`config.mk`:
```
export PLATFORM = sky130hd
export DESIGN_NAME = baby_vga
export DESIGN_NICKNAME = d
export VERILOG_FILES = /design/src/hdl/baby_vga_pkg.sv /design/src/hdl/baby_vga.sv /design/src/hdl/bus_port.sv /design/src/hdl/frame_store.sv /design/src/hdl/pixel_out.sv /design/src/hdl/vga_timing.sv
export SDC_FILE = /design/constraint.sdc
export NUM_CORES = 1
export LEC_CHECK = 0
export BUFFER_PORTS_ARGS = -buffer_cell sky130_fd_sc_hd__buf_2
export CAP_MARGIN = 20
export CORE_MARGIN = 2
export CORE_UTILIZATION = 60
export CTS_BUF_LIST = sky130_fd_sc_hd__clkbuf_2
export DETAILED_ROUTE_END_ITERATION = 8
export PLACE_DENSITY_LB_ADDON = 0.25
export SYNTH_ARGS = -nofsm -noshare
export SYNTH_HDL_FRONTEND = slang
export SYNTH_SLANG_ARGS = --single-unit
export TNS_END_PERCENT = 10
```
`constraint.sdc`:
```
create_clock -name clk -period 10.2 [get_ports clk]
set_clock_uncertainty 0.1 [all_clocks]
set_input_delay 0.51 -clock clk [delete_from_list [all_inputs] [get_ports clk]]
set_output_delay 0.51 -clock clk [all_outputs]
set_load 0.1 [all_outputs]
```
`src/hdl/baby_vga_pkg.sv`:
```
// Shared package: bus access-size codes, framebuffer row types, sizes and default raster timing.
package baby_vga_pkg;

    // Size codes on data_write_n and data_read_n, as the bus drives them.
    typedef enum logic [1:0] {
        acc_byte = 2'b00,  // 8-bit access, ignored by this peripheral.
        acc_half = 2'b01,  // 16-bit access, ignored as well.
        acc_word = 2'b10,  // 32-bit access, the only one that is served.
        acc_none = 2'b11   // Idle bus.
    } access_t;

    // Framebuffer geometry in cells.
    localparam int num_cols = 32;
    localparam int num_rows = 16;

    // One framebuffer row. Bit c is column c and column 0 is leftmost on screen.
    typedef logic [num_cols-1:0] row_t;

    // Row index, 0 to 15.
    typedef logic [$clog2(num_rows)-1:0] row_addr_t;

    // Default raster timing for a 1024x768 mode at one clock per screen pixel.
    // Each cell is 32 clocks wide and 48 lines tall, so 32 x 16 cells fill the screen.
    localparam int def_col_clks  = 32;   // Clocks per cell column.
    localparam int def_row_lines = 48;   // Lines per cell row.

    // Horizontal porches and sync, in clocks. 1024 + 24 + 136 + 160 = 1344 per line.
    localparam int def_h_front = 24;
    localparam int def_h_sync  = 136;
    localparam int def_h_back  = 160;

    // Vertical porches and sync, in lines. 768 + 3 + 6 + 29 = 806 per frame.
    localparam int def_v_front = 3;
    localparam int def_v_sync  = 6;
    localparam int def_v_back  = 29;

endpackage

```
`src/hdl/baby_vga.sv`:
```
// Top level: bus port, frame store, raster timer and pixel output stage wired together.
module baby_vga #(
    parameter int col_clks  = baby_vga_pkg::def_col_clks,   // Clocks per cell column.
    parameter int row_lines = baby_vga_pkg::def_row_lines,  // Lines per cell row.
    parameter int h_front   = baby_vga_pkg::def_h_front,    // Horizontal front porch, clocks.
    parameter int h_sync    = baby_vga_pkg::def_h_sync,     // Horizontal sync width, clocks.
    parameter int h_back    = baby_vga_pkg::def_h_back,     // Horizontal back porch, clocks.
    parameter int v_front   = baby_vga_pkg::def_v_front,    // Vertical front porch, lines.
    parameter int v_sync    = baby_vga_pkg::def_v_sync,     // Vertical sync width, lines.
    parameter int v_back    = baby_vga_pkg::def_v_back      // Vertical back porch, lines.
) (
    input  logic                  clk,
    input  logic                  rst_n,         // Synchronous, active low.
    input  logic [5:0]            address,       // Bits 5:2 pick the row.
    input  logic [31:0]           data_in,       // Write data, whole word only.
    input  baby_vga_pkg::access_t data_write_n,  // Write size code.
    input  baby_vga_pkg::access_t data_read_n,   // Read size code.
    output baby_vga_pkg::row_t    data_out,      // Read data, valid with data_ready.
    output logic                  data_ready,    // One-cycle read completion pulse.
    output logic [7:0]            uo_out         // {hsync, pix x3, vsync, pix x3}.
);

    // Bus side to frame store.
    logic                     wr_en;
    baby_vga_pkg::row_addr_t  wr_row;
    baby_vga_pkg::row_t       wr_data;
    logic                     rd_en;
    baby_vga_pkg::row_addr_t  rd_row;
    baby_vga_pkg::row_t       rd_data;

    // Raster position and display data.
    logic [4:0]               col;        // Cell column under the beam.
    baby_vga_pkg::row_addr_t  row;        // Cell row under the beam.
    logic                     hsync_l;    // Active-low horizontal sync level.
    logic                     vsync_l;    // Active-low vertical sync level.
    logic                     blank;      // High outside the visible area.
    baby_vga_pkg::row_t       disp_data;  // Row currently being scanned.

    bus_port bus_i (
        .clk        (clk),
        .rst_n      (rst_n),
        .address    (address),
        .data_write_n(data_write_n),
        .data_read_n(data_read_n),
        .data_in    (data_in),
        .rd_data    (rd_data),
        .wr_en      (wr_en),
        .wr_row     (wr_row),
        .wr_data    (wr_data),
        .rd_en      (rd_en),
        .rd_row     (rd_row),
        .data_out   (data_out),
        .data_ready (data_ready)
    );

    frame_store store_i (
        .clk      (clk),
        .rst_n    (rst_n),
        .wr_en    (wr_en),
        .wr_row   (wr_row),
        .wr_data  (wr_data),
        .rd_en    (rd_en),
        .rd_row   (rd_row),
        .row      (row),
        .rd_data  (rd_data),
        .disp_data(disp_data)
    );

    vga_timing #(
        .col_clks     (col_clks),
        .row_lines    (row_lines),
        .h_front_clks (h_front),
        .h_sync_clks  (h_sync),
        .h_back_clks  (h_back),
        .v_front_lines(v_front),
        .v_sync_lines (v_sync),
        .v_back_lines (v_back)
    ) timing_i (
        .clk   (clk),
        .rst_n (rst_n),
        .col   (col),
        .row   (row),
        .h_sync(hsync_l),
        .v_sync(vsync_l),
        .blank (blank)
    );

    pixel_out pixel_i (
        .clk      (clk),
        .rst_n    (rst_n),
        .col      (col),
        .disp_data(disp_data),
        .blank    (blank),
        .h_sync   (hsync_l),
        .v_sync   (vsync_l),
        .uo_out   (uo_out)
    );

endmodule

```
`src/hdl/bus_port.sv`:
```
// Bus port: word write decode, word read sequencing, read data register and data_ready pulse.
module bus_port (
    input  logic                    clk,
    input  logic                    rst_n,
    input  logic [5:0]              address,       // Bits 1:0 are byte lanes, not decoded.
    input  baby_vga_pkg::access_t   data_write_n,
    input  baby_vga_pkg::access_t   data_read_n,
    input  logic [31:0]             data_in,
    input  baby_vga_pkg::row_t      rd_data,       // Registered row from the frame store.
    output logic                    wr_en,         // Write strobe for this cycle's edge.
    output baby_vga_pkg::row_addr_t wr_row,
    output baby_vga_pkg::row_t      wr_data,
    output logic                    rd_en,         // Frame store loads rd_data on this.
    output baby_vga_pkg::row_addr_t rd_row,        // Row latched at the read strobe.
    output baby_vga_pkg::row_t      data_out,
    output logic                    data_ready
);

    logic rd_stage1;  // First busy cycle, the frame store is being read.
    logic rd_stage2;  // Second busy cycle, rd_data holds the row.
    logic rd_strobe;  // Accepted word read.

    // Word writes go straight through and land on the next edge.
    assign wr_en   = (data_write_n == baby_vga_pkg::acc_word);  // Byte and half are dropped.
    assign wr_row  = address[5:2];
    assign wr_data = data_in;

    // A read is only taken while both busy stages are clear.
    // Byte and halfword reads never start the sequence, so they never complete.
    assign rd_strobe = (data_read_n == baby_vga_pkg::acc_word) && !rd_stage1 && !rd_stage2;

    assign rd_en = rd_stage1;  // The row register was loaded one edge earlier.

    // Busy sequence and data_ready. A strobe seen at edge n gives data_ready in the
    // cycle that starts at edge n+2.
    always_ff @(posedge clk) begin
        if (!rst_n) begin
            rd_stage1  <= 1'b0;
            rd_stage2  <= 1'b0;
            data_ready <= 1'b0;
        end else begin
            rd_stage1  <= rd_strobe;
            rd_stage2  <= rd_stage1;
            data_ready <= rd_stage2;  // High for the single cycle after stage two.
        end
    end

    // Row select is captured on the strobe so that the address may change afterward.
    always_ff @(posedge clk) begin
        if (rd_strobe) begin
            rd_row <= address[5:2];
        end
    end

    // Reply register. It loads on the same edge that raises data_ready and then
    // holds the word until the next read completes.
    always_ff @(posedge clk) begin
        if (rd_stage2) begin
            data_out <= rd_data;
        end
    end

endmodule

```
`src/hdl/frame_store.sv`:
```
// Frame store: sixteen row registers with a write port, a registered bus read and a display read.
module frame_store (
    input  logic                    clk,
    input  logic                    rst_n,
    input  logic                    wr_en,      // Write wr_data into wr_row at the edge.
    input  baby_vga_pkg::row_addr_t wr_row,
    input  baby_vga_pkg::row_t      wr_data,
    input  logic                    rd_en,      // Load rd_data from rd_row at the edge.
    input  baby_vga_pkg::row_addr_t rd_row,
    input  baby_vga_pkg::row_addr_t row,        // Row under the beam.
    output baby_vga_pkg::row_t      rd_data,
    output baby_vga_pkg::row_t      disp_data
);

    // The picture itself. It starts blank after reset.
    baby_vga_pkg::row_t mem [baby_vga_pkg::num_rows];

    always_ff @(posedge clk) begin
        if (!rst_n) begin
            for (int i = 0; i < baby_vga_pkg::num_rows; i++) begin
                mem[i] <= '0;  // Screen comes up dark.
            end
        end else if (wr_en) begin
            mem[wr_row] <= wr_data;
        end
    end

    // Bus read. A write one edge earlier is already visible here.
    always_ff @(posedge clk) begin
        if (rd_en) begin
            rd_data <= mem[rd_row];
        end
    end

    // Display read is combinational; pixel_out registers the selected bit.
    assign disp_data = mem[row];

endmodule

```
`src/hdl/pixel_out.sv`:
```
// Pixel output stage: bit select, blanking and the registered output byte.
module pixel_out (
    input  logic               clk,
    input  logic               rst_n,
    input  logic [4:0]         col,        // Column under the beam.
    input  baby_vga_pkg::row_t disp_data,  // Row under the beam.
    input  logic               blank,
    input  logic               h_sync,     // Active low, straight from the timer.
    input  logic               v_sync,     // Active low, straight from the timer.
    output logic [7:0]         uo_out
);

    logic pixel;  // Framebuffer bit at the beam, dark during blanking.

    // Monitors expect black in the porches, so the bit is forced low there.
    assign pixel = blank ? 1'b0 : disp_data[col];

    // One register stage for everything, so syncs and pixel stay aligned.
    // The grey level is the same bit copied onto all six colour lines.
    always_ff @(posedge clk) begin
        if (!rst_n) begin
            uo_out <= 8'b1000_1000;  // Syncs idle high, pixel dark.
        end else begin
            uo_out <= {h_sync, {3{pixel}}, v_sync, {3{pixel}}};
        end
    end

endmodule

```
`src/hdl/vga_timing.sv`:
```
// Raster timer: cell clock and column counters, line and row counters, syncs and blanking.
module vga_timing #(
    parameter int col_clks      = 32,   // Clocks per cell column.
    parameter int row_lines     = 48,   // Lines per cell row.
    parameter int h_front_clks  = 24,   // Horizontal front porch.
    parameter int h_sync_clks   = 136,  // Horizontal sync pulse.
    parameter int h_back_clks   = 160,  // Horizontal back porch.
    parameter int v_front_lines = 3,    // Vertical front porch.
    parameter int v_sync_lines  = 6,    // Vertical sync pulse.
    parameter int v_back_lines  = 29    // Vertical back porch.
) (
    input  logic                    clk,
    input  logic                    rst_n,
    output logic [4:0]              col,     // Cell column, meaningful while visible.
    output baby_vga_pkg::row_addr_t row,     // Cell row, meaningful while visible.
    output logic                    h_sync,  // Active low.
    output logic                    v_sync,  // Active low.
    output logic                    blank    // High in any porch or sync.
);

    // The blanking interval is treated as one extra "column" whose length is the
    // sum of the porches and sync, and likewise one extra "row" vertically.
    localparam int h_blank = h_front_clks + h_sync_clks + h_back_clks;
    localparam int v_blank = v_front_lines + v_sync_lines + v_back_lines;

    // Each counter must hold the longer of a cell and the blanking interval.
    localparam int h_max = (col_clks > h_blank) ? col_clks : h_blank;
    localparam int v_max = (row_lines > v_blank) ? row_lines : v_blank;
    localparam int h_w   = $clog2(h_max + 1);
    localparam int v_w   = $clog2(v_max + 1);

    localparam int cw = $clog2(baby_vga_pkg::num_cols + 1);  // Holds 0 to num_cols.
    localparam int rw = $clog2(baby_vga_pkg::num_rows + 1);  // Holds 0 to num_rows.

    logic [h_w-1:0] h_cnt;   // Clock within the cell, or within horizontal blanking.
    logic [cw-1:0]  col_q;   // Cell column; num_cols means horizontal blanking.
    logic [v_w-1:0] v_cnt;   // Line within the cell row, or within vertical blanking.
    logic [rw-1:0]  row_q;   // Cell row; num_rows means vertical blanking.

    logic h_in_blank;  // Beam is right of the picture.
    logic v_in_blank;  // Beam is below the picture.
    logic h_end;       // Last clock of the current cell or of the blanking part.
    logic line_end;    // Last clock of the whole line.
    logic v_end;       // Last line of the current cell row or of vertical blanking.
    logic frame_end;   // Last line of the frame.

    assign h_in_blank = (col_q == cw'(baby_vga_pkg::num_cols));
    assign v_in_blank = (row_q == rw'(baby_vga_pkg::num_rows));

    assign h_end     = h_in_blank ? (h_cnt == h_w'(h_blank - 1))
                                  : (h_cnt == h_w'(col_clks - 1));
    assign line_end  = h_end && h_in_blank;
    assign v_end     = v_in_blank ? (v_cnt == v_w'(v_blank - 1))
                                  : (v_cnt == v_w'(row_lines - 1));
    assign frame_end = v_end && v_in_blank;

    // Horizontal pair. The column steps on every cell end and wraps after blanking.
    always_ff @(posedge clk) begin
        if (!rst_n) begin
            h_cnt <= '0;
            col_q <= '0;  // Start of the first visible line.
        end else if (h_end) begin
            h_cnt <= '0;
            col_q <= line_end ? '0 : col_q + 1'b1;
        end else begin
            h_cnt <= h_cnt + 1'b1;
        end
    end

    // Vertical pair, stepped once per line.
    always_ff @(posedge clk) begin
        if (!rst_n) begin
            v_cnt <= '0;
            row_q <= '0;
        end else if (line_end) begin
            if (v_end) begin
                v_cnt <= '0;
                row_q <= frame_end ? '0 : row_q + 1'b1;
            end else begin
                v_cnt <= v_cnt + 1'b1;
            end
        end
    end

    // Syncs sit after the front porch inside the blanking interval.
    assign h_sync = !(h_in_blank && (h_cnt >= h_w'(h_front_clks))
                      && (h_cnt < h_w'(h_front_clks + h_sync_clks)));
    assign v_sync = !(v_in_blank && (v_cnt >= v_w'(v_front_lines))
                      && (v_cnt < v_w'(v_front_lines + v_sync_lines)));

    assign blank = h_in_blank || v_in_blank;

    // Only the visible range is handed on; blanking is signalled separately.
    assign col = col_q[4:0];
    assign row = row_q[3:0];

endmodule

```
==> results.md <==
- CP arrival: 5.59 ns
- Final Total Pwr: 5.11 mW
- CTS Root Buffer Type: clkbuf_2
- Clk buf depth: 3
- Switching power: 1.31 mW
- Mean Syn Cell Area: 15.7 um^2
- Post-synthesis sequential area ratio: 58.8%
- Setup violations, final: 0
- Die X: 231 um
- Die Y: 231 um
- Post-CTS sizing: 0
- Crit start category: flop
- Synth Cell Area: 0.0308 mm^2
- Clock slew at reported path FFs: 0.10 ns
- DRT Pass-1 Iters: 6
- Worst Setup End Kind: flop
- Max_cap viols: 0
- Core Util, Final: 67.2%
- GPL Wtd Cong: 0.849
- Ys async rst share: 0%
- CTS tree: yes
- Crit Path Max Fanout: 47
- Area Overhead vs Synth: 11.3%
- Final WL: 88900 um
- Initial antenna violation count: 8
- PD cells: 149 mW/mm^2
- Layout cell share with drive strength beyond 1: 31.0%
- IO Pins: 85
- Syn Inst Count: 1964
- Starting DRT DRC Count: 2874
- Via count: 19836
- Status: completed
- Synthesized Nets: 2016
- Max-slew violations: 0
- Yosys warning count: 0
- Most frequent cells in the layout: edfxtp_1 (580), and2_1 (517), mux4_2 (267)
- Logic pwr share: 8.3%
- DP HPWL: 48800 um
- Internal Power: 3.80 mW
- Post-placement cell area: 0.0320 mm^2
- Switching power share of the total: 25.7%
- Final Hold Violating Endpoints: 0
- Hold WC Path Type: primary input to flop
- Post-route ant nets: 0
- Cell area after layout: 0.0343 mm^2
- Routed WL per cell: 30.0 um
- Total track usage: 34.5%
- RSZ-0062 raised after global routing: no
- # port buffers: 82
- Most common cell after layout, fill and taps aside: edfxtp_1
- Top_reg_cell synth: edfxtp_1
- Max_slew headroom: 19.8%
- Worst EP required: 11.37 ns
- Worst slew pin tran: 1.20 ns
- Final critical-path share of the clock period: 43.4%
- Seq cells post-synth: 616
- Maximum VDD drop: 114 uV
- Num rows: 83
- Die area: 0.0532 mm^2
- Setup CP Type: flop to flop
- Clk pwr share: 34.0%
- Nets: 2216
- FMAX: 226 MHz
- Placeable Area: 0.0511 mm^2
- Via density: 6.70
- Number of H-tree levels: 4
- Vias in the first global route: 20336
- Post-synth EDFFs: 580
- Clk sinks: 616
- # DRC: 0
- Sequential power share: 57.7%
- Final global-route overflow total: 0
- Total CTS buffers: 158
- Global-route wire length before repair: 130000 um
- Post-synth cell types: 57
- P_leak: 11.8 nW
- Setup Fix Bufs, Post-CTS: 0
- Largest net degree at the start of global routing: 121
- Fin Hold WS: 0.0782 ns
- Initial Utilization: 60.4%
- Setup TNS: 0 ns
- Clk Latency, worst-skew pair: 1.37 ns
- Final Critical Period: 4.42 ns
==> registers in the layout, indices dropped and copies added (netlist names), named ones only <==
| register | flops |
|---|---|
| store_i.rd_data | 32 |
| bus_i.data_out | 32 |
| bus_i.data_ready | 1 |
| bus_i.rd_en | 1 |
| timing_i.v_cnt | 6 |
| pixel_i.uo_out | 3 |
| bus_i.rd_stage2 | 1 |
| timing_i.row_q | 5 |
| timing_i.h_cnt | 9 |
| timing_i.col_q | 6 |
| store_i.mem | 512 |
| bus_i.rd_row | 4 |
==> cells in the mapped netlist (4+ instances only) <==
master | instances | area share [%]
a211oi_1 | 11 | 0.27
a21oi_1 | 10 | 0.16
a22oi_1 | 17 | 0.41
a31oi_1 | 6 | 0.12
and2_1 | 517 | 10
and3_1 | 5 | 0.10
buf_1 | 16 | 0.19
buf_2 | 11 | 0.18
buf_4 | 12 | 0.29
buf_6 | 7 | 0.26
clkbuf_1 | 126 | 1.5
dfxtp_1 | 36 | 2.3
edfxtp_1 | 580 | 56
ha_1 | 8 | 0.32
inv_1 | 11 | 0.13
mux2i_1 | 48 | 1.6
mux4_1 | 5 | 0.43
mux4_2 | 267 | 19
nand2_1 | 41 | 0.50
nand2b_1 | 12 | 0.24
nand3_1 | 17 | 0.28
nand4_1 | 11 | 0.22
nor2_1 | 54 | 0.66
nor2b_1 | 10 | 0.20
nor3_1 | 12 | 0.19
nor4_1 | 4 | 0.081
o21ai_0 | 17 | 0.28
o221ai_1 | 16 | 0.45
o22ai_1 | 10 | 0.20
xnor2_1 | 8 | 0.23
xor2_1 | 12 | 0.34
==> per-stage QoR <==
step | setup slack, ns | std cells
2_1_floorplan | 6.05 | 1964
3_3_place_gp | 5.84 | 2597
3_5_place_dp | 5.77 | 2601
4_1_cts | 5.74 | 2953
5_1_grt | 5.43 | 2958
6_report | 5.78 | 2959
==> worst paths after layout <==
kind / start / end / slack (ns) / depth (start not counted)
worst max register to register: flop / pixel_i.uo_out[6]$_SDFF_PP0_ / 5.78 / 9
worst max-delay path: flop / pixel_i.uo_out[6]$_SDFF_PP0_ / 5.78 / 9
worst min register to register: store_i.rd_data[21]$_DFFE_PP_ / bus_i.data_out[21]$_DFFE_PP_ / 0.30 / 0
worst min-delay path: data_in[18] / store_i.mem[12][18]$_SDFFCE_PN0P_ / 0.08 / 3
==> area by class of cell <==
cell class / count / area (um^2)
Sequential cell: 616 / 18100
Fill cell: 3532 / 16800
Multi-Input combinational cell: 1159 / 12100
Timing Repair Buffer: 216 / 1740
Clock buffer: 244 / 1220
Tap cell: 680 / 851
Clock inverter: 28 / 218
Inverter: 13 / 48.8
Antenna cell: 3 / 7.51
==> per-layer routing <==
layer | global-route usage, % | wire [um]
met5 | 0 | 26
met4 | 14.9 | 3340
met3 | 9.56 | 11600
met2 | 53.7 | 42000
met1 | 46.1 | 32000
==> power groups by stage <==
stage	registers [mW]	clock network, mW	logic, mW
floorplan	3.00	0	0.240
global placement	2.99	0	0.383
detailed placement	3.00	0	0.391
CTS	2.94	1.75	0.419
global route	2.96	1.88	0.439
finish	2.95	1.74	0.424
==> cell families (layout without fill, tap and decap cells) <==
| kind of cell | count (synthesis) | in the layout | share of synthesized area, % |
|---|---|---|---|
| AOI/OAI and AO/OA | 108 | 108 | 2.47 |
| xor gates and xnor gates | 20 | 20 | 0.568 |
| adders and majority gates | 8 | 8 | 0.325 |
| buffers and inverters | 189 | 501 | 2.82 |
| DFF | 616 | 616 | 58.8 |
| muxes | 321 | 321 | 21.5 |
| other | 0 | 3 | 0 |
| and+or+nand+nor | 702 | 702 | 13.5 |
==> worst max-delay path, stage by stage (launching register included) <==
cell	delay, ns
dfxtp_4	0.70
buf_4	0.81
buf_4	0.66
mux4_2	0.59
nor2b_1	0.15
o22ai_1	0.55
o221ai_1	0.25
nand2_1	0.11
a221oi_1	0.09
a22o_1	0.21
==> timing repair <==
action,in CTS,in global routing
endpoints found under the setup margin,0,0
hold endpoints to repair,581,0
hold buffers,80,0
(Power assumes the default switching activity.)
